**config.mk**
```make
export PLATFORM = sky130hd
export DESIGN_NAME = output_line_timing
export DESIGN_NICKNAME = d
export VERILOG_FILES = /design/src/design/scandoubler_pkg.sv /design/src/design/output_line_timing.sv
export VERILOG_INCLUDE_DIRS = /design/src /design/src/include
export SDC_FILE = /design/constraint.sdc
export NUM_CORES = 1
export LEC_CHECK = 0
export ABC_CLOCK_PERIOD_IN_PS = 3800
export BUFFER_PORTS_ARGS = -buffer_cell sky130_fd_sc_hd__buf_2
export CAP_MARGIN = 0
export CORE_UTILIZATION = 49
export CTS_CLUSTER_SIZE = 16
export DETAILED_ROUTE_END_ITERATION = 16
export MAX_ROUTING_LAYER = met4
export PLACE_DENSITY = 0.84
export SKIP_LAST_GASP = 1
export SLEW_MARGIN = 25
export SYNTH_ARGS = -nofsm -noshare
export SYNTH_HDL_FRONTEND = slang
export SYNTH_SLANG_ARGS = --single-unit
```
**constraint.sdc**
```tcl
create_clock -name clk_sys -period 3.8 [get_ports clk_sys]
set_input_delay 1.14 -clock clk_sys [delete_from_list [all_inputs] [get_ports clk_sys]]
set_output_delay 1.14 -clock clk_sys [all_outputs]
set_load 0.1 [all_outputs]
```
**src/include/scandoubler_cfg.svh**
```systemverilog
`ifndef SCANDOUBLER_CFG_SVH
`define SCANDOUBLER_CFG_SVH

// ========================================
// line buffer geometry
// ========================================

// pixel address bits of one buffer line
`define SD_HCNT_WIDTH 9

// ========================================
// colour and sync widths
// ========================================

// bits per colour at the input (1, 2, 4 or 6)
`define SD_COLOR_DEPTH 4
// bits per colour at the output
`define SD_OUT_DEPTH 6
// clk_sys line length counters, one extra bit is added in the package
`define SD_HSCNT_WIDTH 12

`endif
```
**src/design/scandoubler_pkg.sv**
```systemverilog
`include "scandoubler_cfg.svh"

package scandoubler_pkg;

	// ========================================
	// pixel and buffer words
	// ========================================

	// input colour triple, red on top
	typedef struct packed {
		logic [`SD_COLOR_DEPTH-1:0] r;
		logic [`SD_COLOR_DEPTH-1:0] g;
		logic [`SD_COLOR_DEPTH-1:0] b;
	} rgb_in_t;

	// one stored pixel with its blanking flags
	typedef struct packed {
		// vblank falling edge seen on this pixel
		logic vb_off;
		// vblank rising edge seen on this pixel
		logic vb_on;
		logic hb;
		rgb_in_t rgb;
	} buf_word_t;

	// ========================================
	// counters and modes
	// ========================================

	// divider limit, counter runs 0..limit
	typedef logic [2:0] ce_div_t;

	typedef enum logic [1:0] {
		SL_NONE = 2'd0,
		SL_25 = 2'd1,
		SL_50 = 2'd2,
		SL_75 = 2'd3
	} scanline_mode_t;

	typedef logic [`SD_HCNT_WIDTH-1:0] line_pos_t;
	typedef logic [`SD_HSCNT_WIDTH:0] sync_cnt_t;

	// a limit of 0 means clk_sys/4
	function automatic ce_div_t ce_div_limit(input ce_div_t div);
		return (div == 3'd0) ? 3'd3 : div;
	endfunction

endpackage

```
**src/design/output_line_timing.sv**
```systemverilog
`timescale 1ns/1ps
`include "scandoubler_cfg.svh"

module output_line_timing (
	input  logic                       clk_sys,
	input  logic                       reset_i,
	input  logic                       hs_i,
	input  logic                       line_toggle_i,
	input  scandoubler_pkg::sync_cnt_t hs_half_len_i,
	input  scandoubler_pkg::sync_cnt_t hs_rise_pos_i,
	input  scandoubler_pkg::ce_div_t   ce_div_out_i,
	input  scandoubler_pkg::ce_div_t   ce_divider_i,
	input  scandoubler_pkg::buf_word_t rd_data_i,
	output logic                       ce_x2_o,
	output logic                       rd_en_o,
	output logic [`SD_HCNT_WIDTH:0]    rd_addr_o,
	output logic                       hs_sd_o,
	output logic                       hb_sd_o,
	output logic                       vb_sd_o
);

	scandoubler_pkg::ce_div_t div_lim;
	scandoubler_pkg::ce_div_t sd_i_div;
	scandoubler_pkg::line_pos_t sd_hcnt;
	scandoubler_pkg::sync_cnt_t sd_synccnt;
	logic hs_d;
	logic hs_fall;
	logic sync_wrap;
	// first hsync seen, sync output may run
	logic armed;
	// one full line stored, buffer reads are meaningful
	logic ready;
	// rd_data holds a word read while ready
	logic rd_valid;

	assign div_lim = scandoubler_pkg::ce_div_limit(ce_divider_i);
	assign hs_fall = hs_d & ~hs_i;
	assign sync_wrap = (sd_synccnt == hs_half_len_i) | hs_fall;

	// strobe at the limit and at half of it, two per input pixel
	assign ce_x2_o = armed & ((sd_i_div == ce_div_out_i) |
		(sd_i_div == {1'b0, ce_div_out_i[2:1]}));

	// read the line not being written
	assign rd_en_o = ce_x2_o & ready;
	assign rd_addr_o = {~line_toggle_i, sd_hcnt};

	// ========================================
	// start-up
	// ========================================

	always_ff @(posedge clk_sys) begin
		if (reset_i) begin
			hs_d <= 1'b0;
			armed <= 1'b0;
			ready <= 1'b0;
		end else begin
			hs_d <= hs_i;
			if (hs_fall) begin
				armed <= 1'b1;
				ready <= armed;
			end
		end
	end

	// ========================================
	// half-line counters
	// ========================================

	// wraps twice per input line, input hsync realigns it
	always_ff @(posedge clk_sys) begin
		if (reset_i) begin
			sd_synccnt <= '0;
			sd_hcnt <= '0;
		end else if (sync_wrap) begin
			sd_synccnt <= '0;
			sd_hcnt <= '0;
		end else begin
			sd_synccnt <= sd_synccnt + 1'b1;
			if (ce_x2_o) begin
				sd_hcnt <= sd_hcnt + 1'b1;
			end
		end
	end

	// output divider, phase locked to the half-line start
	always_ff @(posedge clk_sys) begin
		if (reset_i) begin
			sd_i_div <= '0;
		end else if (sd_synccnt == '0) begin
			sd_i_div <= '0;
		end else if (sd_i_div == div_lim) begin
			sd_i_div <= '0;
		end else begin
			sd_i_div <= sd_i_div + 3'd1;
		end
	end

	// regenerated hsync, low from half-line start to the rise point
	always_ff @(posedge clk_sys) begin
		if (reset_i) begin
			hs_sd_o <= 1'b0;
		end else if (armed) begin
			if (sd_synccnt == hs_rise_pos_i) begin
				hs_sd_o <= 1'b1;
			end else if (sd_synccnt == '0) begin
				hs_sd_o <= 1'b0;
			end
		end
	end

	// ========================================
	// blanking replay
	// ========================================

	// blank until real line data comes back from the buffer
	always_ff @(posedge clk_sys) begin
		if (reset_i) begin
			rd_valid <= 1'b0;
			hb_sd_o <= 1'b0;
			vb_sd_o <= 1'b0;
		end else if (ce_x2_o) begin
			rd_valid <= ready;
			if (rd_valid) begin
				hb_sd_o <= rd_data_i.hb;
				if (rd_data_i.vb_on) begin
					vb_sd_o <= 1'b1;
				end
				if (rd_data_i.vb_off) begin
					vb_sd_o <= 1'b0;
				end
			end else begin
				hb_sd_o <= 1'b1;
			end
		end
	end

endmodule

```
==> run metrics <==
number of global-route vias before repair 1518; Synth Instances 221; Fin. Hold Viols 0; Clock Power Share 42.2%; Worst Path Arrival 2.48 ns; design area 2300 um^2; first-pass GRT wire length 6620 um; largest net degree at the start of global routing 14; Post-Syn Nets 276; clk slew on worst S/H paths 0.07 ns; Root Buffer Master clkbuf_8; Post-Syn Area 1850 um^2; final setup fails 0; Initial Util 53.5%; die area 4030 um^2; Synth Area in Simple Gates 22.9%; XOR/XNOR Fraction of Synth Area 21.7%; Layout area overhead 24.0%; Longest Clk Path Bufs 2; Core Footprint 3470 um^2; Final TNS setup 0 ns; Comb power frac 12.4%; mux cell area share after synthesis 2.23%; RD Place Congestion 0.818; CP cell instances buf_2 > or3b_1 > a21oi_1 > o311ai_2 > nand2_2 > and2_4 > buf_12; Hold Path Class flop to flop; worst-path fanout max 5; total grt overflow 0; fin nets 328; Routed Antenna Nets 0; H-tree depth 2; post-detail-place hpwl 3070 um; Top Registers sd_synccnt (13), sd_hcnt (9), sd_i_div (3); max_cap viols 0; Crit path max-delay family simple AND/OR/NAND/NOR gates; clk sinks 32; die height 63.5 um; largest family of logic cells by synthesized area simple AND/OR/NAND/NOR gates; Worst VDD drop 0.000319 V; IO Count 66; Post-Place Worst Slack 0.182 ns; diode count 0; CTS tree built; initial DRC count 81; min cycle time layout 3.62 ns; CP Capture Type output pin; post-CTS resize count 0; worst setup slack after layout 0.178 ns; Vias/cell 5.22; pwr/cell area 340 nW/um^2; Total Power 0.783 mW; Final Cycle Share 95.3%; #FFs+latches synth 32; max-slew violations 0; max incr delay on CP 0.35 ns; CP Class input port to output pin; Flop pwr share 45.4%; IO buf count 53; CP bufs+invs 2; Placed Area 2190 um^2; initial antenna violation count 0; status completed; number of setup buffers added after CTS 0; Int Pwr 0.581 mW; DR vias 1670; die extent in x 63.5 um; Mapped Avg Cell Area 8.39 um^2; CTS buffer count 5; adder-cell share of the synthesized area 2.70%; sequential share of the synthesized area 34.5%; Fmax achieved 0.276 GHz; max_slew headroom 67.2%; GRT Total Usage 21.8%; post-synthesis cell type count 38; DRC violation count after routing 0; Skew-Pair Late Insertion Delay 0.29 ns; compound-cell area share of the yosys netlist 9.51%; Leak 0.959 nW; layout cells sized above 1 27.7%; Critical Path RT 2.66 ns; max FFs per register 13; Largest Register sd_synccnt; RSZ-0062 raised after global routing false; Psw 0.202 mW; Layout Skew 0.00874 ns; slowest cell on the critical path or3b_1; Row Count 21; Worst setup SP type input port; Ys Warns 0; drt wl/cell 12.7 um; final WL 4060 um; Sw Ratio 25.7%; drt first pass iters 4; Slew @ Worst Pin 0.495 ns; CTS Hold Buffers Added 0
metal layers:
layer | GRT usage [%] | part of all wire [%] | vias to the layer above
li1 | - | - | 846
met1 | 25.1 | 43 | 764
met2 | 35.9 | 50 | 52
met3 | 4.89 | 5.3 | 8
met4 | 9.66 | 1.4 | 0
met5 | - | 0 | -
logic make-up after synthesis:
| kind of cell | count (synthesis) |
|---|---|
| simple gates | 84 |
| xor+xnor | 46 |
| flops | 32 |
| buf+inv | 27 |
| compound gates | 24 |
| mux | 4 |
| fa+ha+maj | 4 |
cell usage in the layout, fill, tap and decap left out, types with 7 or more instances in the layout:
master	count
buf_4	7
a21oi_1	8
xnor2_1	27
nand2_1	7
dfxtp_1	32
xor2_1	19
nor4_1	7
buf_2	51
nand3_1	12
nor2_1	32
inv_1	12
area by class of cell:
class	count	area [um^2]
clock inverter	3	42.5
tap	46	57.6
inverter	12	45.0
clock buffer	5	68.8
multi-input combinational	162	1100
timing repair buffer	60	348
sequential	32	641
fill	313	1170
worst paths after layout:
check | cells after the start | slack [ns] | end | startpoint
min reg2reg | 2 | 0.50 | hb_sd_o | hb_sd_o
max | 7 | 0.18 | rd_en_o | ce_div_out_i[0]
max reg2reg | 7 | 1.66 | sd_hcnt[7] | sd_i_div[0]
min | 2 | 0.50 | hb_sd_o | hb_sd_o
through the flow:
step / utilization [%] / std cells / hold slack, ns
2_1_floorplan: - / 221 / 0.470
3_3_place_gp: 63.1 / 312 / 0.484
3_5_place_dp: 63.1 / 312 / 0.493
4_1_cts: 66.3 / 320 / 0.501
5_1_grt: 66.3 / 320 / 0.542
6_report: 66.3 / 320 / 0.499
worst min-delay path, delay by kind of cell, from the launching register on:
kind	cells	cell delay [ns]
flops	1	0.31
compound gates	1	0.05
simple gates	1	0.09
cell usage after synthesis (all sizes together):
| cell type | n | share of area (%) |
|---|---|---|
| and2 | 1 | 0.41 |
| xor2 | 19 | 9.0 |
| a21boi | 2 | 0.81 |
| nand3b | 1 | 0.41 |
| nand2 | 8 | 1.8 |
| ha | 4 | 2.7 |
| nand3 | 12 | 3.2 |
| a21oi | 8 | 2.2 |
| buf | 4 | 1.7 |
| nand4 | 6 | 2.0 |
| a21bo | 1 | 0.54 |
| or3 | 2 | 0.67 |
| nor2b | 2 | 0.67 |
| nor4b | 2 | 0.94 |
| a21o | 1 | 0.47 |
| or3b | 1 | 0.47 |
| mux2 | 1 | 0.61 |
| dfxtp | 32 | 35 |
| o311ai | 2 | 1.8 |
| a2111oi | 1 | 0.54 |
| nor2 | 32 | 6.5 |
| clkbuf | 11 | 2.2 |
| a211oi | 1 | 0.41 |
| xnor2 | 27 | 13 |
| nor3 | 3 | 0.81 |
| inv | 12 | 2.4 |
| a31oi | 2 | 0.67 |
| a311oi | 2 | 0.94 |
| and3 | 6 | 2.0 |
| o211ai | 1 | 0.41 |
| nor4 | 7 | 2.4 |
| nor3b | 1 | 0.67 |
| mux2i | 3 | 1.6 |
| o21ai | 3 | 0.81 |
power by group through the flow:
stage	logic (mW)	registers, mW	clock network, mW
floorplan	0.0627	0.360	0
global placement	0.0942	0.363	0
detailed placement	0.0969	0.363	0
CTS	0.0983	0.355	0.333
global route	0.107	0.357	0.348
finish	0.0975	0.355	0.330
Power figures use the tool's default switching activity.
