File: src/include/scandoubler_cfg.svh
`ifndef SCANDOUBLER_CFG_SVH
`define SCANDOUBLER_CFG_SVH

// ========================================
// line buffer geometry
// ========================================

// pixel address bits of one buffer line
`define SD_HCNT_WIDTH 9

// ========================================
// colour and sync widths
// ========================================

// bits per colour at the input (1, 2, 4 or 6)
`define SD_COLOR_DEPTH 4
// bits per colour at the output
`define SD_OUT_DEPTH 6
// clk_sys line length counters, one extra bit is added in the package
`define SD_HSCNT_WIDTH 12

`endif
File: src/design/scandoubler_pkg.sv
`include "scandoubler_cfg.svh"

package scandoubler_pkg;

	// ========================================
	// pixel and buffer words
	// ========================================

	// input colour triple, red on top
	typedef struct packed {
		logic [`SD_COLOR_DEPTH-1:0] r;
		logic [`SD_COLOR_DEPTH-1:0] g;
		logic [`SD_COLOR_DEPTH-1:0] b;
	} rgb_in_t;

	// one stored pixel with its blanking flags
	typedef struct packed {
		// vblank falling edge seen on this pixel
		logic vb_off;
		// vblank rising edge seen on this pixel
		logic vb_on;
		logic hb;
		rgb_in_t rgb;
	} buf_word_t;

	// ========================================
	// counters and modes
	// ========================================

	// divider limit, counter runs 0..limit
	typedef logic [2:0] ce_div_t;

	typedef enum logic [1:0] {
		SL_NONE = 2'd0,
		SL_25 = 2'd1,
		SL_50 = 2'd2,
		SL_75 = 2'd3
	} scanline_mode_t;

	typedef logic [`SD_HCNT_WIDTH-1:0] line_pos_t;
	typedef logic [`SD_HSCNT_WIDTH:0] sync_cnt_t;

	// a limit of 0 means clk_sys/4
	function automatic ce_div_t ce_div_limit(input ce_div_t div);
		return (div == 3'd0) ? 3'd3 : div;
	endfunction

endpackage

File: src/design/input_line_capture.sv
`timescale 1ns/1ps
`include "scandoubler_cfg.svh"

module input_line_capture (
	input  logic                       clk_sys,
	input  logic                       reset_i,
	input  scandoubler_pkg::ce_div_t   ce_divider_i,
	input  logic                       hs_i,
	input  logic                       vs_i,
	input  logic                       hb_i,
	input  logic                       vb_i,
	input  scandoubler_pkg::rgb_in_t   rgb_i,
	output logic                       ce_x1_o,
	output logic                       wr_en_o,
	output logic [`SD_HCNT_WIDTH:0]    wr_addr_o,
	output scandoubler_pkg::buf_word_t wr_data_o,
	output logic                       line_toggle_o,
	output scandoubler_pkg::sync_cnt_t hs_half_len_o,
	output scandoubler_pkg::sync_cnt_t hs_rise_pos_o,
	output scandoubler_pkg::ce_div_t   ce_div_out_o
);

	scandoubler_pkg::ce_div_t div_lim;
	scandoubler_pkg::ce_div_t ce_div_in;
	scandoubler_pkg::ce_div_t i_div;
	scandoubler_pkg::line_pos_t hcnt;
	scandoubler_pkg::sync_cnt_t synccnt;
	logic hs_d;
	logic vs_d;
	logic vb_d;
	logic hs_fall;
	logic hs_rise;

	assign div_lim = scandoubler_pkg::ce_div_limit(ce_divider_i);
	assign hs_fall = hs_d & ~hs_i;
	assign hs_rise = ~hs_d & hs_i;

	// pixel strobe uses the limit latched at the last hsync
	assign ce_x1_o = (i_div == ce_div_in);

	// ========================================
	// buffer write
	// ========================================

	assign wr_en_o = ce_x1_o;
	assign wr_addr_o = {line_toggle_o, hcnt};

	// vblank is stored as edges so the replay can rebuild it
	always_comb begin
		wr_data_o.vb_off = vb_d & ~vb_i;
		wr_data_o.vb_on = ~vb_d & vb_i;
		wr_data_o.hb = hb_i;
		wr_data_o.rgb = rgb_i;
	end

	// sync edge detect, vblank sampled per pixel
	always_ff @(posedge clk_sys) begin
		if (reset_i) begin
			hs_d <= 1'b0;
			vs_d <= 1'b0;
			vb_d <= 1'b0;
		end else begin
			hs_d <= hs_i;
			vs_d <= vs_i;
			if (ce_x1_o) begin
				vb_d <= vb_i;
			end
		end
	end

	// ========================================
	// input pixel divider
	// ========================================

	// restarts at hsync so pixels stay aligned to the line
	// the old limit moves on to the output side
	always_ff @(posedge clk_sys) begin
		if (reset_i) begin
			i_div <= '0;
			ce_div_in <= 3'd3;
			ce_div_out_o <= 3'd3;
		end else if (hs_fall) begin
			i_div <= '0;
			ce_div_in <= div_lim;
			ce_div_out_o <= ce_div_in;
		end else if (i_div == div_lim) begin
			i_div <= '0;
		end else begin
			i_div <= i_div + 3'd1;
		end
	end

	// pixel position in the line
	always_ff @(posedge clk_sys) begin
		if (reset_i) begin
			hcnt <= '0;
		end else if (hs_fall) begin
			hcnt <= '0;
		end else if (ce_x1_o) begin
			hcnt <= hcnt + 1'b1;
		end
	end

	// ========================================
	// line measurement
	// ========================================

	// clk_sys count since hsync fall
	// both results halved for the doubled line
	always_ff @(posedge clk_sys) begin
		if (reset_i) begin
			synccnt <= '0;
			hs_half_len_o <= '0;
			hs_rise_pos_o <= '0;
		end else begin
			synccnt <= synccnt + 1'b1;
			if (hs_fall) begin
				synccnt <= '0;
				hs_half_len_o <= {1'b0, synccnt[`SD_HSCNT_WIDTH:1]};
			end
			if (hs_rise) begin
				hs_rise_pos_o <= {1'b0, synccnt[`SD_HSCNT_WIDTH:1]};
			end
		end
	end

	// buffer half select, back to line 0 on each vs change
	always_ff @(posedge clk_sys) begin
		if (reset_i) begin
			line_toggle_o <= 1'b0;
		end else if (vs_d != vs_i) begin
			line_toggle_o <= 1'b0;
		end else if (hs_fall) begin
			line_toggle_o <= ~line_toggle_o;
		end
	end

endmodule

File: config.mk
export PLATFORM = sky130hd
export DESIGN_NAME = input_line_capture
export DESIGN_NICKNAME = d
export VERILOG_FILES = /design/src/design/scandoubler_pkg.sv /design/src/design/input_line_capture.sv
export VERILOG_INCLUDE_DIRS = /design/src /design/src/include
export SDC_FILE = /design/constraint.sdc
export NUM_CORES = 1
export LEC_CHECK = 0
export ABC_AREA = 1
export BUFFER_PORTS_ARGS = -buffer_cell sky130_fd_sc_hd__buf_2
export CORE_UTILIZATION = 51
export CTS_BUF_LIST = sky130_fd_sc_hd__clkbuf_4 sky130_fd_sc_hd__clkbuf_8 sky130_fd_sc_hd__clkbuf_16
export DETAILED_ROUTE_END_ITERATION = 12
export PLACE_DENSITY = 0.88
export SETUP_SLACK_MARGIN = 0.1
export SLEW_MARGIN = 20
export SYNTH_ARGS = -nofsm -noshare
export SYNTH_HDL_FRONTEND = slang
export SYNTH_SLANG_ARGS = --single-unit
File: constraint.sdc
create_clock -name clk_sys -period 1.66 [get_ports clk_sys]
set_input_delay 0.083 -clock clk_sys [delete_from_list [all_inputs] [get_ports clk_sys]]
set_output_delay 0.083 -clock clk_sys [all_outputs]
set_load 0.02 [all_outputs]
==> results of run 1 <==
registers in the layout, indices dropped and copies added, names as in the netlist:
signal / count
ce_div_in: 3
hs_half_len_o: 12
vs_d: 1
hcnt: 9
vb_d: 1
line_toggle_o: 1
hs_rise_pos_o: 12
i_div: 3
synccnt: 13
hs_d: 1
ce_div_out_o: 3
critical path, delay by kind of cell, from the launching register on:
kind,cells,cell delay [ns]
flops,1,0.39
buf+inv,2,0.29
xor+xnor,1,0.18
simple gates,1,0.14
through the flow:
step / worst slack (ns) / hold slack (ns) / util, %
3_5_place_dp: 0.331 / 0.166 / 56.8
5_1_grt: 0.169 / 0.0209 / 61.8
2_1_floorplan: 0.362 / 0.154 / -
3_3_place_gp: 0.366 / 0.166 / 56.8
6_report: 0.249 / 0.0110 / 61.8
4_1_cts: 0.245 / 0.0000239 / 61.8
final cells by class:
| type | count | area [µm²] | area share [%] |
|---|---|---|---|
| sequential | 59 | 1180 | 40.2 |
| multi-input combinational | 213 | 1050 | 35.8 |
| timing repair buffer | 56 | 308 | 10.5 |
| clock buffer | 13 | 173 | 5.88 |
| inverter | 35 | 131 | 4.47 |
| tap | 67 | 83.8 | 2.85 |
| clock inverter | 2 | 10.0 | 0.341 |
metal layers:
layer	GRT usage (%)	part of all wire (%)	vias up
li1	-	-	1126
met3	6.11	4.5	10
met5	0	0	-
met1	25.4	45	1001
met2	37.3	49	54
met4	11.8	2.0	0
power by group:
part / switching, mW / total (mW) / internal [mW]
combinational: 0.162 / 0.249 / 0.0863
sequential: 0.0287 / 1.49 / 1.46
clock: 0.533 / 1.20 / 0.667
what timing repair did:
action                                  CTS  global route
resized for setup                         1             0
buffers inserted                          1             0
hold buffers                              4             0
endpoints found under the setup margin    2             0
hold endpoints to repair                  2             0
cells by family after synthesis:
group,Yosys count
simple gates,134
compound gates,65
buf+inv,60
flops,59
xor+xnor,9
fa+ha+maj,3
other cells,1
layout by cell type (no fill, tap or decap), drive strengths merged, types with 5 or more instances in the layout:
| cell | netlist | routed |
|---|---|---|
| a21oi | 28 | 28 |
| a22o | 5 | 5 |
| buf | 22 | 52 |
| clkbuf | 3 | 13 |
| dfxtp | 59 | 59 |
| inv | 35 | 35 |
| nand2 | 69 | 69 |
| nand3 | 16 | 16 |
| nor2 | 43 | 43 |
| nor3 | 5 | 5 |
| o21ai | 30 | 30 |
| xnor2 | 5 | 5 |
path summary, 6_finish.rpt:
check / start / endpoint / slack, ns / depth (start not counted)
max reg2reg: synccnt[1] / synccnt[12] / 0.33 / 5
max: i_div[2] / ce_x1_o / 0.25 / 4
min reg2reg: synccnt[0] / synccnt[0] / 0.45 / 1
min: reset_i / line_toggle_o / 0.01 / 2
==> impl_results.md, run 1 <==
- Status: finished clean
- First-pass GRT wire length: 8830 µm
- # DRC: 0
- Io pins: 78
- Worst endpoint required time: 1.58 ns
- Row cnt: 25
- DIE AREA: 5260 µm²
- Max Freq: 709 MHz
- Clock latency on the worst-skew pair: 0.34 ns
- Crit Path Max Fanout: 3
- Average size of a mapped cell: 7.67 µm²
- Antenna violations before repair: 0
- Routed Antenna Nets: 0
- PnR Total Power: 2.93 mW
- CORE AREA: 4750 µm²
- Simple-gate share of the synthesized area: 22.6%
- DRT iter0 DRCs: 101
- Clk slew on worst S/H paths: 0.06 ns
- Kind of start point of the critical path: register
- Synth top area cells: dfxtp_1 47%, nand2_1 9.9%, nor2_1 5.9%
- Die Ht: 72.6 µm
- Post-DP HPWL: 3570 µm
- RSZ-0062 raised after global routing: no
- P_leak: 1.31 nW
- HP Class: in2reg
- Top-count cell post-synth: nand2_1
- Port Buffer Count: 49
- CTS root buffer: clkbuf_8
- CTS tree: built
- Antenna Cells: 0
- Worst IR drop on VDD: 0.524 mV
- Top cell type's share of synthesized area: 46.5%
- Placed cells: 425
- Mux contribution to synthesized area: 0%
- Synth cell count leaders: 67 x nand2_1, 59 x dfxtp_1, 40 x nor2_1, 32 x inv_1, 30 x o21ai_0
- Pin count of the biggest net entering global routing: 24
- Post-synthesis async set-or-reset flop share: 0%
- Final Hold Fails: 0
- Post-synthesis adder-cell area fraction: 1.48%
- Number of global-route vias before repair: 2031
- Syn. warnings: 0
- Routed vias: 2191
- Max Cap Viol: 0
- Routed len/inst: 11.7 µm
- Minimum clock period: 1.41 ns
- Final net count: 398
- Final RePlAce weighted congestion: 0.825
- CP max-delay cell: dfxtp_1
- Grt ovf: 0
- Seq cells post-synth: 59
- Pwr per Cell Area: 999 nW/µm²
- CP Class: reg2out
- CP cell instances: xnor2_1 -> inv_1 -> nor2_4 -> buf_2
- Post-synthesis compound-gate area fraction: 13.7%
- Post-layout instance area: 2940 µm²
- Cell taking the most area after synthesis: dfxtp_1
- CTS max path bufs: 2
- Routed wire length: 5210 µm
- Drt pass-1 iters: 5
- Setup-failing EPs final: 0
- CP Capture Type: output port
- Fill cells: 441
- Worst clock skew: 0.00816 ns
- Total CTS buffers: 9
- Data arrival time of the worst path: 1.33 ns
- Total negative setup slack: 0 ns
- Main flop type after synthesis: dfxtp_1
- H-tree depth: 3
- Sequential-to-total area share from yosys stat: 46.5%
- Post-Synth XOR/XNOR Area: 3.10%
- DP Area: 2700 µm²
- All-Layer GR Usage: 22.1%
- Post-synth EDFFs: 0
- Netlist Area Pre-Place: 2540 µm²
- Largest family of logic cells by synthesized area: simple AND/OR/NAND/NOR gates
- Via density: 4.92
- Slowest stage delay, CP: 0.39 ns
- Fin crit share: 85.0%
- Initial Util: 53.4%
- Instance count of the mapped netlist: 331
- Share of cells above drive strength 1: 20.9%
- Yosys cell types: 28
- Slew Limit Fails: 0
- Clock Sinks: 59
- Layout Cells excl Fill: 445
- Area grow syn2layout: 15.7%
- Die Wd: 72.6 µm
No activity file was read; power rests on OpenSTA's default activity.
==> inputs of run 2 (changes only) <==
Settings changed: ABC_AREA 1 to 0, CORE_UTILIZATION 51 to 50.
Clock period 1.66 ns to 1.4 ns, I/O delays scaled along.
==> impl_results.md, run 2 <==
- Clk slew on worst S/H paths: 0.07 ns (about the same)
- Hold slack final: 0.0250 ns (+0.0140 ns)
- CP max-delay cell: or4b_4
- Reg with most FFs: synccnt
- Placed cells: 370 (-13%)
- Seq cells post-synth: 59 (unchanged)
- Top-count cell post-synth: dfxtp_1
- Main flop type after synthesis: dfxtp_1
- Number of flip-flops in the largest register: 13 (unchanged)
- Drt pass-1 iters: 9 (+4)
- Netlist Area Pre-Place: 2400 µm² (-5.4%)
- Crit Path Max Fanout: 3 (unchanged)
- Max Freq: 595 MHz
- Grt ovf: 0 (unchanged)
- Slew Limit Fails: 0 (unchanged)
- Routed vias: 2248 (+2.6%)
- Setup-failing EPs final: 11 (+11)
- Area of the multi-input gates: 1240 µm² (+18%)
- Post-synth EDFFs: 0 (unchanged)
- Yosys cell types: 35 (+25%)
- Sequential-to-total area share from yosys stat: 49.2% (+2.6 points)
- Post-synthesis async set-or-reset flop share: 0% (unchanged)
- Data arrival time of the worst path: 1.96 ns (+0.63 ns)
- Critical Path Source: i_div[2]
- Kind of start point of the critical path: register
- Instance count of the mapped netlist: 260 (-21%)
- Initial Util: 53.7% (+0.30 points)
- CTS root buffer: clkbuf_8
- Fill cells: 262 (-41%)
- FF-to-FF setup slack: -0.28 ns (-0.61 ns)
- Top cell type's share of synthesized area: 49.2% (+2.6 points)
- Row cnt: 24 (-4.0%)
- HP Class: in2reg
- Die Wd: 71.3 µm (-1.7%)
- Via density: 5.51 (+12%)
- Post-DP HPWL: 3980 µm (+12%)
- Failing checks: DRC, setup timing
- Antenna Cells: 0 (unchanged)
- Port Buffer Count: 49 (unchanged)
- Routed len/inst: 16.9 µm (+44%)
- Pwr per Cell Area: 1150 nW/µm² (+16%)
- Antenna violations before repair: 0 (unchanged)
- Die Ht: 71.3 µm (-1.7%)
- Clock Sinks: 59 (unchanged)
- Clock latency on the worst-skew pair: 0.35 ns (about the same)
- Min-delay src: hs_i
- Total CTS buffers: 9 (unchanged)
- P_leak: 1.46 nW (+12%)
- Worst IR drop on VDD: 0.807 mV (+54%)
- Final Hold Fails: 0 (unchanged)
- Setup WS pre-CTS: -0.245 ns (-0.576 ns)
- # DRC: 6 (+6)
- Routed Antenna Nets: 0 (unchanged)
- Layout Cells excl Fill: 408 (-8.3%)
- Average size of a mapped cell: 9.24 µm² (+20%)
- Commonest non-fill, non-tap cell in the layout: buf_2
- RSZ-0062 raised after global routing: yes
- Minimum clock period: 1.68 ns
- Synth cell count leaders: 59 x dfxtp_1, 36 x nand2_1, 20 x a21oi_1, 18 x nor2_1, 17 x buf_4
- Final net count: 375 (-5.8%)
- Pin count of the biggest net entering global routing: 17 (-29%)
- Worst clock skew: 0.0108 ns (+0.00268 ns)
- Routed wire length: 6890 µm (+32%)
- CP top delay family: simple AND/OR/NAND/NOR gates
- Max Cap Viol: 0 (unchanged)
- Total negative setup slack: -2.15 ns (-2.15 ns)
- Io pins: 78 (unchanged)
- H-tree depth: 3 (unchanged)
- Share of cells above drive strength 1: 48.0% (+27 points)
- Status: finished, violations left
- Most frequent cells in the layout: 47 x buf_2, 46 x dfxtp_1, 43 x buf_4, 32 x nand2_1, 16 x nor2_1
- R2r endpoint: hcnt[8]
- CP Capture Type: register
- Worst endpoint required time: 1.68 ns (+0.10 ns)
- Top Registers: synccnt x13, hs_half_len_o x12, hs_rise_pos_o x12
- CTS max path bufs: 2 (unchanged)
- R2r worst-path depth: 4 (-1)
- DIE AREA: 5090 µm² (-3.4%)
- CP cell instances: xor2_2 -> or4b_4 -> or4_1 -> a21oi_1
- WP buf/inv: 0 (-2)
- Worst setup margin: -0.282 ns (-0.531 ns)
- All-Layer GR Usage: 24.1% (+2.1 points)
- DRT iter0 DRCs: 120 (+19%)
- Register Area: 1200 µm² (+1.6%)
- Min-Delay Path Depth: 2 (unchanged)
- Fin crit share: 120%
- CORE AREA: 4470 µm² (-5.9%)
- Cell taking the most area after synthesis: dfxtp_1
- Synth top area cells: dfxtp_1 49%, nand2_1 5.6%, buf_4 5.3%
- RR Startpoint: i_div[2]
- First-pass GRT wire length: 9310 µm (+5.5%)
- CP Class: reg2reg
- Slowest stage delay, CP: 0.54 ns (+0.15 ns)
- CTS tree: built
- Final RePlAce weighted congestion: 0.825 (about the same)
- Number of global-route vias before repair: 2069 (+1.9%)
- Area grow syn2layout: 46.6%
- WHS Endpoint: hs_d
- Syn. warnings: 0 (unchanged)
-- run 2: cell count changes after synthesis, sizes merged, moves of 6 or more --
cell    previous run  this run
clkbuf             3         9
o21ai             30         5
nand3             16         7
nor4               0         6
a22o               5        12
nand2             69        36
nor2b              0         7
a21oi             28        20
nor2              43        18
inv               35         5
xnor2              5        13
-- run 2: cell families (layout without fill, tap and decap cells) --
group	count (synthesis)	count (layout)	synth area share, %
other	1	2	0.156
flip-flops	59	59	49.2
AO/OA/AOI/OAI	45	45	12.4
AND/OR/NAND/NOR	98	98	20.1
buffers and inverters	32	127	8.54
XOR/XNOR	22	22	8.02
adder cells (fa/ha/maj)	3	3	1.56
-- run 2: layout make-up --
cell class              count  area share [%]
clock inverters             7            3.30
repair buffers            106            21.3
flip-flops and latches     59            34.1
clock buffers               9            3.52
inverters                   5           0.675
multi-input cells         170            35.2
well taps                  52            1.85
-- run 2: report_power, final --
group          leakage, nW  switching (mW)  total, mW  internal [mW]
clock                0.119           0.707       1.88           1.18
combinational        0.860           0.224      0.442          0.218
sequential           0.482          0.0266       1.74           1.71
total                 1.46           0.958       4.06           3.11
-- run 2: per-stage QoR --
stage               area, µm²  total power, mW  utilization [%]
finish                   3520             4.06             78.7
global route             3520             4.17             78.7
CTS                      3240             3.95             72.3
detailed placement       2850             2.05             63.7
global placement         2850             2.04             63.7
floorplan                2440             1.99                -
-- run 2: worst max path at each step --
stage / slack (ns) / cells after the start / end
6_report: -0.28 / 4 / hcnt[8]
5_1_grt: -0.31 / 4 / hcnt[8]
4_1_cts: -0.26 / 4 / hcnt[8]
3_5_place_dp: -0.25 / 4 / hcnt[8]
3_3_place_gp: -0.21 / 4 / hcnt[8]
2_1_floorplan: -0.23 / 4 / hcnt[8]
-- run 2: routing by layer --
layer / share of wire, % / routed length [µm] / global-route usage, %
met5: 0 / 0 / 0
met2: 55 / 3760 / 44.4
met3: 4.9 / 337 / 6.61
met4: 2.4 / 167 / 10.7
met1: 38 / 2630 / 25.7
-- run 2: what timing repair did --
action,CTS,global route
resized for setup,25,36
hold endpoints to repair,2,0
setup endpoints to repair,36,30
pin swaps,9,25
hold buffers,3,0
setup buffers,2,18
-- run 2: worst register-to-register path: stages, from the launching register on --
cell and delay (ns):
dfxtp_2 0.34, xor2_2 0.19, or4b_4 0.54, or4_1 0.41, a21oi_1 0.13
