**config.mk**
```make
export PLATFORM = sky130hd
export DESIGN_NAME = scanline_mixer
export DESIGN_NICKNAME = d
export VERILOG_FILES = /design/src/design/scandoubler_pkg.sv /design/src/design/scanline_mixer.sv
export VERILOG_INCLUDE_DIRS = /design/src /design/src/include
export SDC_FILE = /design/constraint.sdc
export NUM_CORES = 1
export LEC_CHECK = 0
export ABC_AREA = 1
export BUFFER_PORTS_ARGS = -buffer_cell sky130_fd_sc_hd__buf_2
export CAP_MARGIN = 10
export CELL_PAD_IN_SITES_DETAIL_PLACEMENT = 1
export CELL_PAD_IN_SITES_GLOBAL_PLACEMENT = 2
export CORE_MARGIN = 4
export CORE_UTILIZATION = 30
export CTS_CLUSTER_SIZE = 8
export DETAILED_ROUTE_END_ITERATION = 10
export PLACE_DENSITY = 0.89
export SYNTH_ARGS = -nofsm -noshare
export SYNTH_HDL_FRONTEND = slang
export SYNTH_SLANG_ARGS = --single-unit
```
**constraint.sdc**
```tcl
create_clock -name clk_sys -period 4 [get_ports clk_sys]
set_input_delay 0.4 -clock clk_sys [delete_from_list [all_inputs] [get_ports clk_sys]]
set_output_delay 0.4 -clock clk_sys [all_outputs]
set_load 0.005 [all_outputs]
```
**src/include/scandoubler_cfg.svh**
```systemverilog
`ifndef SCANDOUBLER_CFG_SVH
`define SCANDOUBLER_CFG_SVH

// ========================================
// line buffer geometry
// ========================================

// pixel address bits of one buffer line
`define SD_HCNT_WIDTH 9

// ========================================
// colour and sync widths
// ========================================

// bits per colour at the input (1, 2, 4 or 6)
`define SD_COLOR_DEPTH 4
// bits per colour at the output
`define SD_OUT_DEPTH 6
// clk_sys line length counters, one extra bit is added in the package
`define SD_HSCNT_WIDTH 12

`endif
```
**src/design/scandoubler_pkg.sv**
```systemverilog
`include "scandoubler_cfg.svh"

package scandoubler_pkg;

	// ========================================
	// pixel and buffer words
	// ========================================

	// input colour triple, red on top
	typedef struct packed {
		logic [`SD_COLOR_DEPTH-1:0] r;
		logic [`SD_COLOR_DEPTH-1:0] g;
		logic [`SD_COLOR_DEPTH-1:0] b;
	} rgb_in_t;

	// one stored pixel with its blanking flags
	typedef struct packed {
		// vblank falling edge seen on this pixel
		logic vb_off;
		// vblank rising edge seen on this pixel
		logic vb_on;
		logic hb;
		rgb_in_t rgb;
	} buf_word_t;

	// ========================================
	// counters and modes
	// ========================================

	// divider limit, counter runs 0..limit
	typedef logic [2:0] ce_div_t;

	typedef enum logic [1:0] {
		SL_NONE = 2'd0,
		SL_25 = 2'd1,
		SL_50 = 2'd2,
		SL_75 = 2'd3
	} scanline_mode_t;

	typedef logic [`SD_HCNT_WIDTH-1:0] line_pos_t;
	typedef logic [`SD_HSCNT_WIDTH:0] sync_cnt_t;

	// a limit of 0 means clk_sys/4
	function automatic ce_div_t ce_div_limit(input ce_div_t div);
		return (div == 3'd0) ? 3'd3 : div;
	endfunction

endpackage

```
**src/design/scanline_mixer.sv**
```systemverilog
`timescale 1ns/1ps
`include "scandoubler_cfg.svh"

module scanline_mixer (
	input  logic                            clk_sys,
	input  logic                            reset_i,
	input  logic                            bypass_i,
	input  scandoubler_pkg::scanline_mode_t scanlines_i,
	input  logic                            ce_x1_i,
	input  logic                            ce_x2_i,
	input  scandoubler_pkg::rgb_in_t        rgb_in_i,
	input  logic                            hb_i,
	input  logic                            vb_i,
	input  logic                            hs_i,
	input  logic                            vs_i,
	input  scandoubler_pkg::rgb_in_t        rd_rgb_i,
	input  logic                            hs_sd_i,
	input  logic                            hb_sd_i,
	input  logic                            vb_sd_i,
	output logic [`SD_OUT_DEPTH-1:0]        r_o,
	output logic [`SD_OUT_DEPTH-1:0]        g_o,
	output logic [`SD_OUT_DEPTH-1:0]        b_o,
	output logic                            hb_o,
	output logic                            vb_o,
	output logic                            hs_o,
	output logic                            vs_o,
	output logic                            pixel_ena_o
);

	localparam int CD = `SD_COLOR_DEPTH;
	localparam int OD = `SD_OUT_DEPTH;

	// fill the low bits by repeating the colour from its top bit down
	function automatic logic [OD-1:0] widen(input logic [CD-1:0] c);
		logic [OD-1:0] w;
		for (int i = 0; i < OD; i++) begin
			w[OD-1-i] = c[CD-1-(i % CD)];
		end
		return w;
	endfunction

	scandoubler_pkg::rgb_in_t src;
	logic [OD-1:0] r_w;
	logic [OD-1:0] g_w;
	logic [OD-1:0] b_w;
	logic [6:0] coeff;
	logic [OD+6:0] r_mul;
	logic [OD+6:0] g_mul;
	logic [OD+6:0] b_mul;
	logic dim_line;
	logic hs_q;
	logic vs_q;
	logic blank;

	// ========================================
	// colour path
	// ========================================

	assign src = bypass_i ? rgb_in_i : rd_rgb_i;
	assign r_w = widen(src.r);
	assign g_w = widen(src.g);
	assign b_w = widen(src.b);

	// 0x40 is unity, result taken from bits 11:6
	always_comb begin
		coeff = 7'h40;
		if (dim_line && !bypass_i) begin
			case (scanlines_i)
				scandoubler_pkg::SL_25: coeff = 7'h3a;
				scandoubler_pkg::SL_50: coeff = 7'h2e;
				scandoubler_pkg::SL_75: coeff = 7'h1a;
				default: coeff = 7'h40;
			endcase
		end
	end

	// ========================================
	// doubled output registers
	// ========================================

	// dim flag flips on every regenerated hsync fall
	// a vs change restarts the pattern and takes priority
	always_ff @(posedge clk_sys) begin
		if (reset_i) begin
			hs_q <= 1'b0;
			vs_q <= 1'b0;
			dim_line <= 1'b0;
			r_mul <= '0;
			g_mul <= '0;
			b_mul <= '0;
		end else if (ce_x2_i) begin
			hs_q <= hs_sd_i;
			vs_q <= vs_i;
			if (vs_q != vs_i) begin
				dim_line <= 1'b0;
			end else if (hs_q && !hs_sd_i) begin
				dim_line <= ~dim_line;
			end
			r_mul <= r_w * coeff;
			g_mul <= g_w * coeff;
			b_mul <= b_w * coeff;
		end
	end

	// ========================================
	// output select
	// ========================================

	assign hb_o = bypass_i ? hb_i : hb_sd_i;
	assign vb_o = bypass_i ? vb_i : vb_sd_i;
	assign hs_o = bypass_i ? hs_i : hs_q;
	assign vs_o = bypass_i ? vs_i : vs_q;
	assign pixel_ena_o = bypass_i ? ce_x1_i : ce_x2_i;

	// black during any blanking
	assign blank = hb_o | vb_o;
	assign r_o = blank ? '0 : (bypass_i ? r_w : r_mul[2*OD-1:OD]);
	assign g_o = blank ? '0 : (bypass_i ? g_w : g_mul[2*OD-1:OD]);
	assign b_o = blank ? '0 : (bypass_i ? b_w : b_mul[2*OD-1:OD]);

endmodule

```
==> impl_summary.md, run 1 <==
Pwr
For this design the total switching power over the nets is 0.340 mW. Of the total power, combinational logic draws 0.488. The sequential group share of total power is 0.264. The worst ir drop on vdd is 0.134 mV. The total power per unit cell area is approximately 140 nW/um2. The internal power of the cells totals 0.545 mW. For this design the static power due to leakage is around 3.4 nW. Of the total power, the clock network draws 0.248. Of the total power, the share spent switching nets is 0.384. The total power draw is 0.885 mW.

Placed design
The global placement routability congestion is between 0.8 and 0.9. The post-DP HPWL is 12.9 mm. Once placement finished, the instance area stood at 5750 um2. The count of buffers added on input and output ports is 60.

Setup path
By startpoint and endpoint, the worst setup path is classified as in -> reg. The endpoint of the lowest-slack register-to-register path is b_mul[9]$_SDFFE_PP0P_. The register-to-register setup slack is 0.08 ns.

Measured in cells, the most critical reg-to-reg path has a length of 22. Data on the critical path arrives at its endpoint at 4.09 ns. The worst flop-to-flop path startpoint is dim_line$_SDFFE_PP0P_. The maximum fanout along the worst path is 6. The required time at the endpoint of the critical path is 4.17 ns.

STA classifies the critical path endpoint as a flip-flop. The type of origin of the critical path is an input port.

Worst hold path
The hold path depth is 4. The tightest min-delay check is of the in -> reg type. The startpoint identified for the worst hold timing path is hs_sd_i. The hold path endpoint is dim_line$_SDFFE_PP0P_.

Cells and area
The antenna diode instance count is 0. Of the cells placed in the final design, the portion with a size suffix greater than 1 is 0.356. The fraction of the core area covered by cells at the end of the flow is 0.427.

From synthesis to final layout, the design area changed by 38.0%. The final layout contains 960 nets. Summing all non-filler instances in the final layout gives an area of about 6300 um2.

Global routing
The maximum number of pins on one net before global-route repair is 27. The via count of the first global-routing pass is 5,102. The global route total overflow is 0. The first global-routing pass estimated 24.5 mm of wire.

The number of antenna violations at the first check in global routing is 0. The overall routing resource usage is 0.179.

Timing
Summed over all failing endpoints, the final setup total negative slack is 0 ns. Dividing the final minimum period by the clock period gives 0.980. The shortest clock period the worst path allows after layout is 3.92 ns. Setup repair after global routing could not meet its margin everywhere. The count of endpoints failing hold in the final timing report is 0. The setup-violating endpoint count in the final report is 0.

The minimum hold slack is 0.457 ns. Across the routed clock network, the largest skew measured is 0.00365 ns. The final max-slew violation count came to 0. The worst pin sits at a relative slew slack of 0.606. For the pin with the worst max-slew slack, the measured transition is 0.591 ns. For this run, the top clock speed supported by timing is approximately 260 MHz.

Floorplan
The die span in x is 131 um. The floorplan has 44 rows. For this configuration, the core starts out at a cell density of 0.310. The height of the chip is 131 um. The die footprint is around 17,000 um2.

The number of top-level pins is 61. The core outline area is 14,600 um2.

Clocking
The post-CTS clock slew at the launch and capture registers of the worst setup and hold paths is 0.06 ns. In this run the clock root is driven by a sky130_fd_sc_hd__clkbuf_16. Buffers inserted during clock tree synthesis total 3. The H-tree depth is 1. No sink is reached through more buffers than the 2 on the longest clock path. The TritonCTS clock tree is yes. The later pin in the worst-skew pair is clocked with a latency of 0.26 ns.

Clock tree synthesis found a total of 21 sinks.

Synth
By area the synthesized netlist is led by sky130_fd_sc_hd__fa_1 (20%), sky130_fd_sc_hd__ha_1 (15%), sky130_fd_sc_hd__inv_1 (14%). The flip-flop and latch count after synthesis is 21. The count of flip-flops with a built-in enable after synthesis is 0. For this run, the register share of the synthesized area comes to 0.0927. The leading register cell type out of synthesis is sky130_fd_sc_hd__dfxtp_1. After synthesis, the share of flip-flops with an asynchronous set or reset is 0. The count of unique library cells instantiated by Yosys is 38. The library cell with the largest summed area after synthesis is sky130_fd_sc_hd__fa_1. The cell area after technology mapping is 4530 um2. The gate count of the mapped netlist is 662. The count of warnings emitted by yosys is 0.

Each instance of the synthesized netlist takes up on average approximately 6.8 um2. Of the post-synthesis cell area, the dominant cell type holds 0.199. The number of nets in the synthesized netlist is ~800.

Drt
In the final routed layout, each cell accounts on average for 15.3 um. After detailed routing, the number of vias per cell comes to ~4.6. The vias after detailed routing is 4,655.

The total wirelength of the detailed-routed design is 15.3 mm. The detailed router finished its first iteration with 160 violations. The remaining routing DRC violations is 0.

The first-pass iteration count of the detailed router is 4. The remaining number of nets flagged by the antenna check after routing is 0.

Status
The run finished with clean final reports.

Flow run
The tool flagged a number of max-cap violations equal to 0.
-- worst max path at each step --
stage / start / to / slack, ns / cells past startpoint
floorplan: bypass_i / b_mul[11]$_SDFFE_PP0P_ / 0.01 / 20
global route: dim_line$_SDFFE_PP0P_ / b_mul[9]$_SDFFE_PP0P_ / -0.09 / 22
CTS: bypass_i / r_mul[8]$_SDFFE_PP0P_ / 0.003 / 20
global placement: bypass_i / g_mul[11]$_SDFFE_PP0P_ / -0.23 / 18
finish: scanlines_i[0] / b_mul[9]$_SDFFE_PP0P_ / 0.08 / 23
detailed placement: scanlines_i[0] / b_mul[11]$_SDFFE_PP0P_ / -0.34 / 21
-- registers in the layout, indices dropped and copies added, names as in the netlist --
| signal | count |
|---|---|
| vs_q | 1 |
| dim_line | 1 |
| r_mul | 6 |
| hs_q | 1 |
| g_mul | 6 |
| b_mul | 6 |
-- through the flow --
| stage | worst slack (ns) | instances |
|---|---|---|
| 3_3_place_gp | -0.234 | 994 |
| 3_5_place_dp | -0.335 | 994 |
| 2_1_floorplan | 0.0114 | 662 |
| 5_1_grt | -0.0896 | 1004 |
| 4_1_cts | 0.00262 | 999 |
| 6_report | 0.0797 | 1004 |
-- critical path, stage by stage --
cell	delay, ns
sky130_fd_sc_hd__buf_2	0.11
sky130_fd_sc_hd__inv_1	0.07
sky130_fd_sc_hd__ha_1	0.20
sky130_fd_sc_hd__or2_4	0.26
sky130_fd_sc_hd__nor2_8	0.16
sky130_fd_sc_hd__clkinv_8	0.10
sky130_fd_sc_hd__buf_8	0.14
sky130_fd_sc_hd__nor2_4	0.11
sky130_fd_sc_hd__fa_1	0.42
sky130_fd_sc_hd__inv_2	0.07
sky130_fd_sc_hd__fa_1	0.43
sky130_fd_sc_hd__fa_1	0.53
sky130_fd_sc_hd__inv_2	0.05
sky130_fd_sc_hd__ha_4	0.28
sky130_fd_sc_hd__nand2_1	0.06
sky130_fd_sc_hd__inv_1	0.06
sky130_fd_sc_hd__nand3_2	0.11
sky130_fd_sc_hd__nand2_4	0.14
sky130_fd_sc_hd__nand3_4	0.07
sky130_fd_sc_hd__nand3_2	0.06
sky130_fd_sc_hd__nand3_1	0.09
sky130_fd_sc_hd__nand2_1	0.10
sky130_fd_sc_hd__inv_1	0.04
-- synthesized netlist by cell type, types with 2 or more instances --
master	n
sky130_fd_sc_hd__nand4_1	4
sky130_fd_sc_hd__fa_1	45
sky130_fd_sc_hd__nor2_8	2
sky130_fd_sc_hd__o21a_1	2
sky130_fd_sc_hd__nand3_1	28
sky130_fd_sc_hd__nand2_4	4
sky130_fd_sc_hd__buf_6	6
sky130_fd_sc_hd__buf_2	3
sky130_fd_sc_hd__ha_1	56
sky130_fd_sc_hd__nor2_4	5
sky130_fd_sc_hd__nand3b_1	3
sky130_fd_sc_hd__inv_1	166
sky130_fd_sc_hd__dfxtp_1	21
sky130_fd_sc_hd__a21oi_1	34
sky130_fd_sc_hd__a21oi_2	2
sky130_fd_sc_hd__o21bai_1	4
sky130_fd_sc_hd__xor2_1	6
sky130_fd_sc_hd__nor2_1	88
sky130_fd_sc_hd__a211oi_2	2
sky130_fd_sc_hd__o21ai_0	16
sky130_fd_sc_hd__nor2_2	15
sky130_fd_sc_hd__inv_2	3
sky130_fd_sc_hd__a21o_1	2
sky130_fd_sc_hd__clkbuf_1	4
sky130_fd_sc_hd__or2_2	3
sky130_fd_sc_hd__nand2_2	6
sky130_fd_sc_hd__a211oi_1	5
sky130_fd_sc_hd__nand2_1	116
sky130_fd_sc_hd__o21ai_2	2
-- power by group through the flow --
| stage | registers, mW | clock network [mW] | logic (mW) |
|---|---|---|---|
| finish | 0.233 | 0.220 | 0.432 |
| CTS | 0.233 | 0.229 | 0.396 |
| detailed placement | 0.238 | 0 | 0.389 |
| global placement | 0.237 | 0 | 0.378 |
| floorplan | 0.236 | 0 | 0.223 |
| global route | 0.236 | 0.238 | 0.484 |
-- cell families (layout without fill, tap and decap cells) --
kind of cell | count (synthesis) | after routing | synth area share
flip-flops | 21 | 21 | 0.0927
AO/OA/AOI/OAI | 73 | 73 | 0.0985
buffers and inverters | 185 | 343 | 0.166
XOR/XNOR | 6 | 6 | 0.0116
adder cells (fa/ha/maj) | 101 | 101 | 0.353
AND/OR/NAND/NOR | 276 | 276 | 0.278
-- final cells by class --
class / instances / area (um2)
inverter: 171 / 659
sequential: 21 / 422
clock inverter: 1 / 5.00
clock buffer: 3 / 75.1
fill: 1874 / 8390
multi-input combinational: 456 / 3730
tap: 184 / 230
timing repair buffer: 168 / 1140
-- cells in the final DEF, fill, tap and decap left out, types with 2 or more instances in the layout --
master                      Yosys  routed
sky130_fd_sc_hd__a21oi_2        2       8
sky130_fd_sc_hd__a21oi_4        1       5
sky130_fd_sc_hd__ha_2           0       2
sky130_fd_sc_hd__nand2_1      116     103
sky130_fd_sc_hd__o21ai_4        0       2
sky130_fd_sc_hd__buf_4          1     104
sky130_fd_sc_hd__dfxtp_1       21      20
sky130_fd_sc_hd__nor2_2        15      22
sky130_fd_sc_hd__ha_4           0       9
sky130_fd_sc_hd__o21a_1         2       2
sky130_fd_sc_hd__clkbuf_16      0       3
sky130_fd_sc_hd__nand2_2        6      16
sky130_fd_sc_hd__o21bai_1       4       4
sky130_fd_sc_hd__xor2_1         6       6
sky130_fd_sc_hd__nand3b_1       3       3
sky130_fd_sc_hd__ha_1          56      45
sky130_fd_sc_hd__inv_2          3      18
sky130_fd_sc_hd__nand3_1       28      21
sky130_fd_sc_hd__nor2_1        88      75
sky130_fd_sc_hd__nand3_2        0       6
sky130_fd_sc_hd__a211oi_1       5       5
sky130_fd_sc_hd__or2_4          1       3
sky130_fd_sc_hd__o21ai_0       16      14
sky130_fd_sc_hd__a21oi_1       34      24
sky130_fd_sc_hd__nor2_8         2       2
sky130_fd_sc_hd__inv_1        166     151
sky130_fd_sc_hd__nand2_4        4       7
sky130_fd_sc_hd__nand4_1        4       4
sky130_fd_sc_hd__a21o_1         2       2
sky130_fd_sc_hd__buf_6          6       2
sky130_fd_sc_hd__nor2_4         5      11
sky130_fd_sc_hd__fa_1          45      45
sky130_fd_sc_hd__buf_2          3      60
sky130_fd_sc_hd__a211oi_2       2       2
-- timing repair --
item                                    4_1_cts  5_1_grt
pin swaps                                     1       44
hold buffers                                  0        0
endpoints found under the setup margin        5       16
resized for setup                             3       97
buffers inserted                              1        5
-- layer usage --
metal | track usage | part of all wire | vias to the layer above
li1 | - | - | 2304
met1 | 0.207 | 0.41 | 2273
met2 | 0.360 | 0.56 | 60
met3 | 0.0146 | 0.017 | 18
met4 | 0.0284 | 0.018 | 0
met5 | 0 | 0 | -
Note: power is estimated with default switching activity, not from simulation.
==> run 2, diff against run 1 <==
BUFFER_PORTS_ARGS = -buffer_cell sky130_fd_sc_hd__buf_4   (was -buffer_cell sky130_fd_sc_hd__buf_2)
MAX_ROUTING_LAYER = met4   (was not set)
==> run 2 against run 1 <==
Net effect:
- die area did not move
- clock power up 3%
- clock skew rose by 0.0020 ns
- combinational power up 1%
- hold slack worse by 0.00064 ns
- register-to-register slack better by 0.07 ns
- non-clock buffer count is 3 lower
- first-iteration DRC count is 24% lower
- setup slack improved by 0.069 ns
- sequential power about the same
- via count decreased by 0.92%
- highest routed layer unchanged
==> impl_summary.md, run 2 (synthesis results as in run 1) <==
Clocking
The number of buffers created by CTS is 3. The H-tree depth is 1. Buffers inserted to repair hold after CTS numbered 0. For the worst-skew pair, the clock arrives at the later sink with an insertion delay of about 0.27 ns. The clock passes through at most 2 buffers. TritonCTS built the clock tree. After clock tree synthesis, the clock-pin slew on the worst setup and hold paths is 0.07 ns. The tree built by TritonCTS fans out to 21 sinks. CTS placed an instance of sky130_fd_sc_hd__clkbuf_16 at the clock tree root.

Setup path
The worst register-to-register path begins at dim_line$_SDFFE_PP0P_. The worst path buffer plus inverter count is 6. The worst setup path is of the reg -> reg kind. The biggest cell delay along the critical path is 0.53 ns.

The critical path endpoint category is a flip-flop. STA puts the critical path data arrival time at 4.00 ns. In this run the worst path has a maximum fanout of 6.

At the worst endpoint, the required time is 4.15 ns. The type of origin of the critical path is a flip-flop. Walking the worst path, the cells encountered are buf_6, nand2_4, or2_4, nor2_8, inv_6, nor2_4, inv_2, fa_1, inv_1, fa_1, inv_2, fa_1, inv_2, ha_4, nand2_1, nor2_2, nand2_1, nand2_1, nand3_2, nand2_2, a21oi_1. The worst register-to-register path ends at g_mul[11]$_SDFFE_PP0P_. The worst reg-to-reg path cell count is 21.

The worst register-to-register path has a setup slack of 0.15 ns. The kind of cell with the highest combined delay along the critical path is adder cells. The cell with the largest stage delay on the worst path is sky130_fd_sc_hd__fa_1.

Drt
Detailed routing inserted a total of 4,612 vias. The remaining routing DRC violations is 0. The total wirelength of the detailed-routed design is 15.4 mm. Once detail routing completed, the nets flagged for antenna violations numbered 0. The first detailed-routing pass took 4 iterations. After detailed routing, the number of vias per cell comes to 4.61. After detailed routing, the average wire length per cell comes to approximately 15 um. In this run, the number of DRC markers left after iteration 0 of detailed routing was 122.

Flow run
The tool flagged a number of max-cap violations equal to 0.

Timing
The final max-slew violation count is 0. Setup violations remaining at the end of the flow were counted as 0. The final worst-path cycle share is 0.963. Headroom to the max-slew limit came out at 0.618. Setup repair after global routing could not meet its margin everywhere. The minimum hold slack is 0.456 ns. Counting I/O delays and the setup requirement, the final critical path takes 3.85 ns.

For the final database, setup skew stands at 0.00570 ns. The count of endpoints failing hold in the final timing report was 0. For this run, the top clock speed supported by timing is 260 MHz. The final setup TNS is 0 ns. The actual transition at the worst max-transition pin is around 0.57 ns.

Placed design
The count of placed standard cells including taps is roughly 990. The post-DP HPWL is 13.2 mm. Port buffering added 60 buffers.

The global placement routability congestion is roughly 0.9.

Cells and area
The most common library cell in the layout ignoring fill and taps is sky130_fd_sc_hd__buf_4. The final net count is 957. The largest registers in the layout are b_mul x6, g_mul x6, r_mul x6. The ratio of cells with drive above 1 in the final layout is 0.329. The non-filler instance count after layout is about 1,000. In the layout the commonest cells are sky130_fd_sc_hd__buf_4 (161), sky130_fd_sc_hd__inv_1 (157), sky130_fd_sc_hd__nand2_1 (108). The number of fill cells in the layout is 1,872. The antenna diode instance count is 0.

Compared with the post-synthesis result, the final layout area differs by 38.3%.

Global routing
After global routing the overflow that remains totals 0. The first global-routing pass estimated 24.6 mm of wire. For this run, the total global-route usage over all layers was measured as 0.186.

Entering global routing, the biggest net connects 27 pins. The number of antenna violations at the first check in global routing is 0. The via count of the first global-routing pass is 5,068.

Worst hold path
The start point of the worst hold path is hs_sd_i. The hold path endpoint is dim_line$_SDFFE_PP0P_. In this run the worst hold path is classified as in -> reg. The hold path depth is 4.

Floorplan
From bottom edge to top edge, the die measures 131 um. In this run the count of I/O pins placed on the die edge is 61. The number of placement rows is 44. The starting utilization of the core area is 0.310. The core outline area is 14,600 um2. The die footprint is 17,100 um2.

The die span in x is 131 um.

Pwr
Dividing total power by cell area gives a power density of 143 nW/um2. The worst ir drop on vdd is 0.120 mV. The total power draw is 0.900 mW. The static leakage power is 3.44 nW.

Status
The flow ran to the end, and the final reports show no timing, DRC or antenna violations.
## run 2: changes by cell type in the layout (fill, tap and decap cells not counted), moves of 4 or more
cell | before | now
sky130_fd_sc_hd__nand2_1 | 103 | 108
sky130_fd_sc_hd__ha_1 | 45 | 49
sky130_fd_sc_hd__buf_2 | 60 | 0
sky130_fd_sc_hd__inv_1 | 151 | 157
sky130_fd_sc_hd__buf_4 | 104 | 161
sky130_fd_sc_hd__inv_2 | 18 | 12
## run 2: per-stage QoR
stage / instance area, um2 / setup WS, ns / util
2_1_floorplan: 4550 / 0.0114 / -
3_3_place_gp: 5890 / -0.249 / 0.402
3_5_place_dp: 5890 / -0.344 / 0.402
4_1_cts: 5990 / -0.00505 / 0.409
5_1_grt: 6270 / -0.0303 / 0.428
6_report: 6270 / 0.148 / 0.428
## run 2: worst max-delay path by stage
stage | start | endpoint | cells past startpoint
floorplan | bypass_i | b_mul[11]$_SDFFE_PP0P_ | 20
global placement | scanlines_i[0] | b_mul[11]$_SDFFE_PP0P_ | 19
detailed placement | scanlines_i[0] | b_mul[11]$_SDFFE_PP0P_ | 20
CTS | scanlines_i[0] | b_mul[11]$_SDFFE_PP0P_ | 22
global route | dim_line$_SDFFE_PP0P_ | b_mul[11]$_SDFFE_PP0P_ | 21
finish | dim_line$_SDFFE_PP0P_ | g_mul[11]$_SDFFE_PP0P_ | 21
## run 2: final cells by class
cell class,instances,area (um2),share of cell area
multi-input cells,456,3620,0.577
repair buffers,165,1270,0.202
inverters,171,652,0.104
flip-flops and latches,21,422,0.0672
well taps,184,230,0.0367
clock buffers,3,75.1,0.0120
clock inverters,1,5.00,0.000798
## run 2: worst reg2reg max path: stages (launching register included)
cell,delay [ns]
sky130_fd_sc_hd__dfxtp_2,0.34
sky130_fd_sc_hd__buf_6,0.11
sky130_fd_sc_hd__nand2_4,0.05
sky130_fd_sc_hd__or2_4,0.28
sky130_fd_sc_hd__nor2_8,0.14
sky130_fd_sc_hd__inv_6,0.07
sky130_fd_sc_hd__nor2_4,0.12
sky130_fd_sc_hd__inv_2,0.04
sky130_fd_sc_hd__fa_1,0.53
sky130_fd_sc_hd__inv_1,0.06
sky130_fd_sc_hd__fa_1,0.52
sky130_fd_sc_hd__inv_2,0.04
sky130_fd_sc_hd__fa_1,0.50
sky130_fd_sc_hd__inv_2,0.05
sky130_fd_sc_hd__ha_4,0.28
sky130_fd_sc_hd__nand2_1,0.10
sky130_fd_sc_hd__nor2_2,0.14
sky130_fd_sc_hd__nand2_1,0.07
sky130_fd_sc_hd__nand2_1,0.09
sky130_fd_sc_hd__nand3_2,0.06
sky130_fd_sc_hd__nand2_2,0.09
sky130_fd_sc_hd__a21oi_1,0.06
## run 2: per-layer routing
metal,part of all wire,vias to the layer above,GRT usage
met2,0.54,67,0.352
met5,0,-,-
met4,0.013,0,0.0296
met3,0.021,14,0.0171
li1,-,2295,-
met1,0.42,2236,0.216
## run 2: report_power, final
| group | leakage, nW | internal [mW] | switching [mW] | total [mW] |
|---|---|---|---|---|
| clock network | 0.0409 | 0.135 | 0.0924 | 0.227 |
| registers | 0.175 | 0.226 | 0.00824 | 0.234 |
| logic | 3.22 | 0.196 | 0.242 | 0.438 |
## run 2: timing repair
action	4_1_cts	5_1_grt
resized for setup	6	64
setup buffers	0	5
pin swaps	0	37
setup endpoints to repair	4	16
==> run 3, diff against run 2 <==
CELL_PAD_IN_SITES_GLOBAL_PLACEMENT = 1   (was 2)
CORE_UTILIZATION = 39   (was 30)
PLACE_DENSITY = 0.9   (was 0.89)
==> run 3 against run 2 <==
Net effect:
- the flow now finishes with violations (setup timing)
- global-route usage rose by 8.4 points
- final cell count fell by 3.8%
- non-clock buffer count rose by 3
- hold slack improved by 0.019 ns
- count of clock-buffer cells in the layout did not move
- register-to-register slack got worse by 0.36 ns
==> impl_summary.md, run 3 (synthesis results as in run 1) <==
Timing
Of the available clock period, the critical path in the final layout requires 1.05. The maximum clock rate is 237 MHz. In this run the tightest slew margin relative to its limit is 0.558. The final critical-path setup slack is -0.219 ns. The actual transition at the worst max-transition pin is between 0.6 and 0.7 ns. The shortest clock period the worst path allows after layout is 4.22 ns. The count of endpoints failing hold in the final timing report came to 0. Setup violations remaining at the end of the flow were counted as 5.

The final setup skew is 0.0141 ns. The final max-slew violation count is 0.

Floorplan
During I/O placement, the number of pins put on the boundary was between 60 and 70. The die span in x is 116 um. The floorplan step defined a core boundary enclosing 11,400 um2. The number of placement rows is 39. The die footprint is approximately 13,000 um2.

For this configuration, the core starts out at a cell density of 0.397. The die is 116 um tall.

Worst hold path
The worst min-delay path category is in -> reg. Along the worst hold path, the cell count comes to 3.

Pwr
The total power per unit cell area is 151 nW/um2. The worst ir drop on vdd is 0.141 mV. In this run the static leakage power is about 3.5 nW. Summing internal, switching and leakage power gives 0.958 mW.

Setup path
The type of origin of the critical path is an input port. The arrival time of the worst setup path is 4.38 ns. The maximum fanout along the worst path is 4. The type of the worst setup path is in -> reg. The worst setup path is captured at a flip-flop. The required time at the endpoint of the critical path is roughly 4.2 ns. The number of cells on the worst reg-to-reg path is 20.

Clocking
Counting every sink on the clock net gives 21. The number of buffers created by CTS is 3. For the worst-skew pair, the clock arrives at the later sink with an insertion delay of 0.28 ns.

The longest clock path from root to sink contains 2 buffers. The clock root buffer master is sky130_fd_sc_hd__clkbuf_16. In this run the number of H-tree levels came out at 1. The TritonCTS clock tree is yes. The post-CTS clock slew at the launch and capture registers of the worst setup and hold paths is 0.07 ns.

Cells and area
Of the cells placed in the final design, the portion with a size suffix greater than 1 is 0.354. The most common library cell in the layout ignoring fill and taps is sky130_fd_sc_hd__buf_4. Measured on the finished design, the core utilization comes to 0.556. From synthesis to final layout, the design area changed by 40.1%. After the last flow step, the layout net total stands at 960. The number of antenna diodes in the final layout is 0. In the layout the commonest cells are sky130_fd_sc_hd__buf_4 (162), sky130_fd_sc_hd__inv_1 (152), sky130_fd_sc_hd__nand2_1 (103). The largest registers in the layout are b_mul x6, g_mul x6, r_mul x6. The number of fill cells in the layout is 1,464.

Placed design
Port buffering added 60 buffers. The global placement routability congestion is 0.900. The wire-length estimate of the detail-placed layout is about 14 mm.

Status
The final reports fail on setup timing. The run finished, with violations left.

Global routing
The via count of the first global-routing pass is 5,669. For this run, the total global-route usage over all layers was measured as 0.270. Entering global routing, the biggest net connects 27 pins. The first global-routing pass estimated 27.7 mm of wire. The number of antenna violations at the first check in global routing is 0. The global route total overflow is 0.

Drt
The average wire per cell in the routed design is 21.0 um. Once detail routing completed, the nets flagged for antenna violations numbered 0. In this run, the number of DRC markers left after iteration 0 of detailed routing was ~330. The total wirelength of the detailed-routed design is 20.2 mm. After detailed routing, the number of vias per cell comes to 5.41. Summing over every cut layer, the via total after detailed routing is 5,213. The remaining routing DRC violations is 0. For this run, the detailed router's first-pass iteration total came to 5.

Flow run
The max-cap violation count is 0.
-- run 3: changes by cell type in the layout (fill, tap and decap cells not counted), moves of 3 or more --
cell                      previous run  this run
sky130_fd_sc_hd__inv_2              12        17
sky130_fd_sc_hd__nor2_1             74        70
sky130_fd_sc_hd__ha_1               49        46
sky130_fd_sc_hd__nor2_4              9        12
sky130_fd_sc_hd__nand2_2            13        17
sky130_fd_sc_hd__nand2_1           108       103
sky130_fd_sc_hd__inv_1             157       152
sky130_fd_sc_hd__nand3_2             4         1
-- run 3: worst paths after layout --
kind / endpoint / start / slack, ns
hold / removal: vs_q$_SDFFE_PP0P_ / vs_i / 0.48
hold reg to reg: vs_q$_SDFFE_PP0P_ / vs_q$_SDFFE_PP0P_ / 0.50
setup reg to reg: b_mul[11]$_SDFFE_PP0P_ / dim_line$_SDFFE_PP0P_ / -0.21
setup / recovery: b_mul[11]$_SDFFE_PP0P_ / scanlines_i[0] / -0.22
-- run 3: area by class of cell --
class | instances | area [um2] | share of cell area
tap | 143 | 179 | 0.0282
timing repair buffer | 168 | 1300 | 0.205
multi-input combinational | 456 | 3710 | 0.585
sequential | 21 | 422 | 0.0664
clock buffer | 3 | 75.1 | 0.0118
clock inverter | 1 | 5.00 | 0.000788
inverter | 171 | 654 | 0.103
-- run 3: layer usage --
layer	global-route usage	share of wire	wire (um)	vias to the layer above
li1	-	-	-	2300
met1	0.285	0.36	7230	2565
met4	0.101	0.062	1260	0
met3	0.0198	0.048	974	98
met5	-	0	0	-
met2	0.519	0.53	10700	250
-- run 3: what timing repair did --
action	CTS	global route
endpoints found under the setup margin	11	16
gates resized for setup	15	84
buffers inserted	0	9
gates cloned	0	0
pin swaps	2	46
hold buffers	0	0
-- run 3: critical path, cell delays in order --
cell and delay (ns):
sky130_fd_sc_hd__buf_4 0.10, sky130_fd_sc_hd__inv_1 0.07, sky130_fd_sc_hd__ha_1 0.23, sky130_fd_sc_hd__or2_4 0.28
sky130_fd_sc_hd__nor2_1 0.22, sky130_fd_sc_hd__inv_2 0.12, sky130_fd_sc_hd__fa_2 0.65, sky130_fd_sc_hd__fa_1 0.50
sky130_fd_sc_hd__fa_1 0.60, sky130_fd_sc_hd__inv_2 0.06, sky130_fd_sc_hd__ha_4 0.30, sky130_fd_sc_hd__nand2_2 0.07
sky130_fd_sc_hd__inv_2 0.07, sky130_fd_sc_hd__nand3_4 0.09, sky130_fd_sc_hd__nand2_4 0.12, sky130_fd_sc_hd__buf_6 0.11
sky130_fd_sc_hd__nand2_1 0.07, sky130_fd_sc_hd__nand2_1 0.08, sky130_fd_sc_hd__nand3_1 0.09, sky130_fd_sc_hd__nand2_1 0.09
sky130_fd_sc_hd__a21oi_2 0.05
-- run 3: power breakdown --
part | internal [mW] | switching [mW] | leakage (nW) | total (mW)
Combinational | 0.207 | 0.283 | 3.25 | 0.490
Sequential | 0.226 | 0.00867 | 0.175 | 0.235
Clock | 0.135 | 0.0980 | 0.0409 | 0.233
-- run 3: stage by stage --
step	setup TNS (ns)	instances	area (um2)	setup slack, ns	hold WS, ns
global placement	-1.37	950	5840	-0.173	0.465
detailed placement	-3.86	950	5840	-0.305	0.486
CTS	-0.0321	954	6000	-0.0138	0.468
global route	-2.03	963	6350	-0.353	0.507
floorplan	0	662	4550	0.0114	0.450
finish	-0.579	963	6350	-0.219	0.475
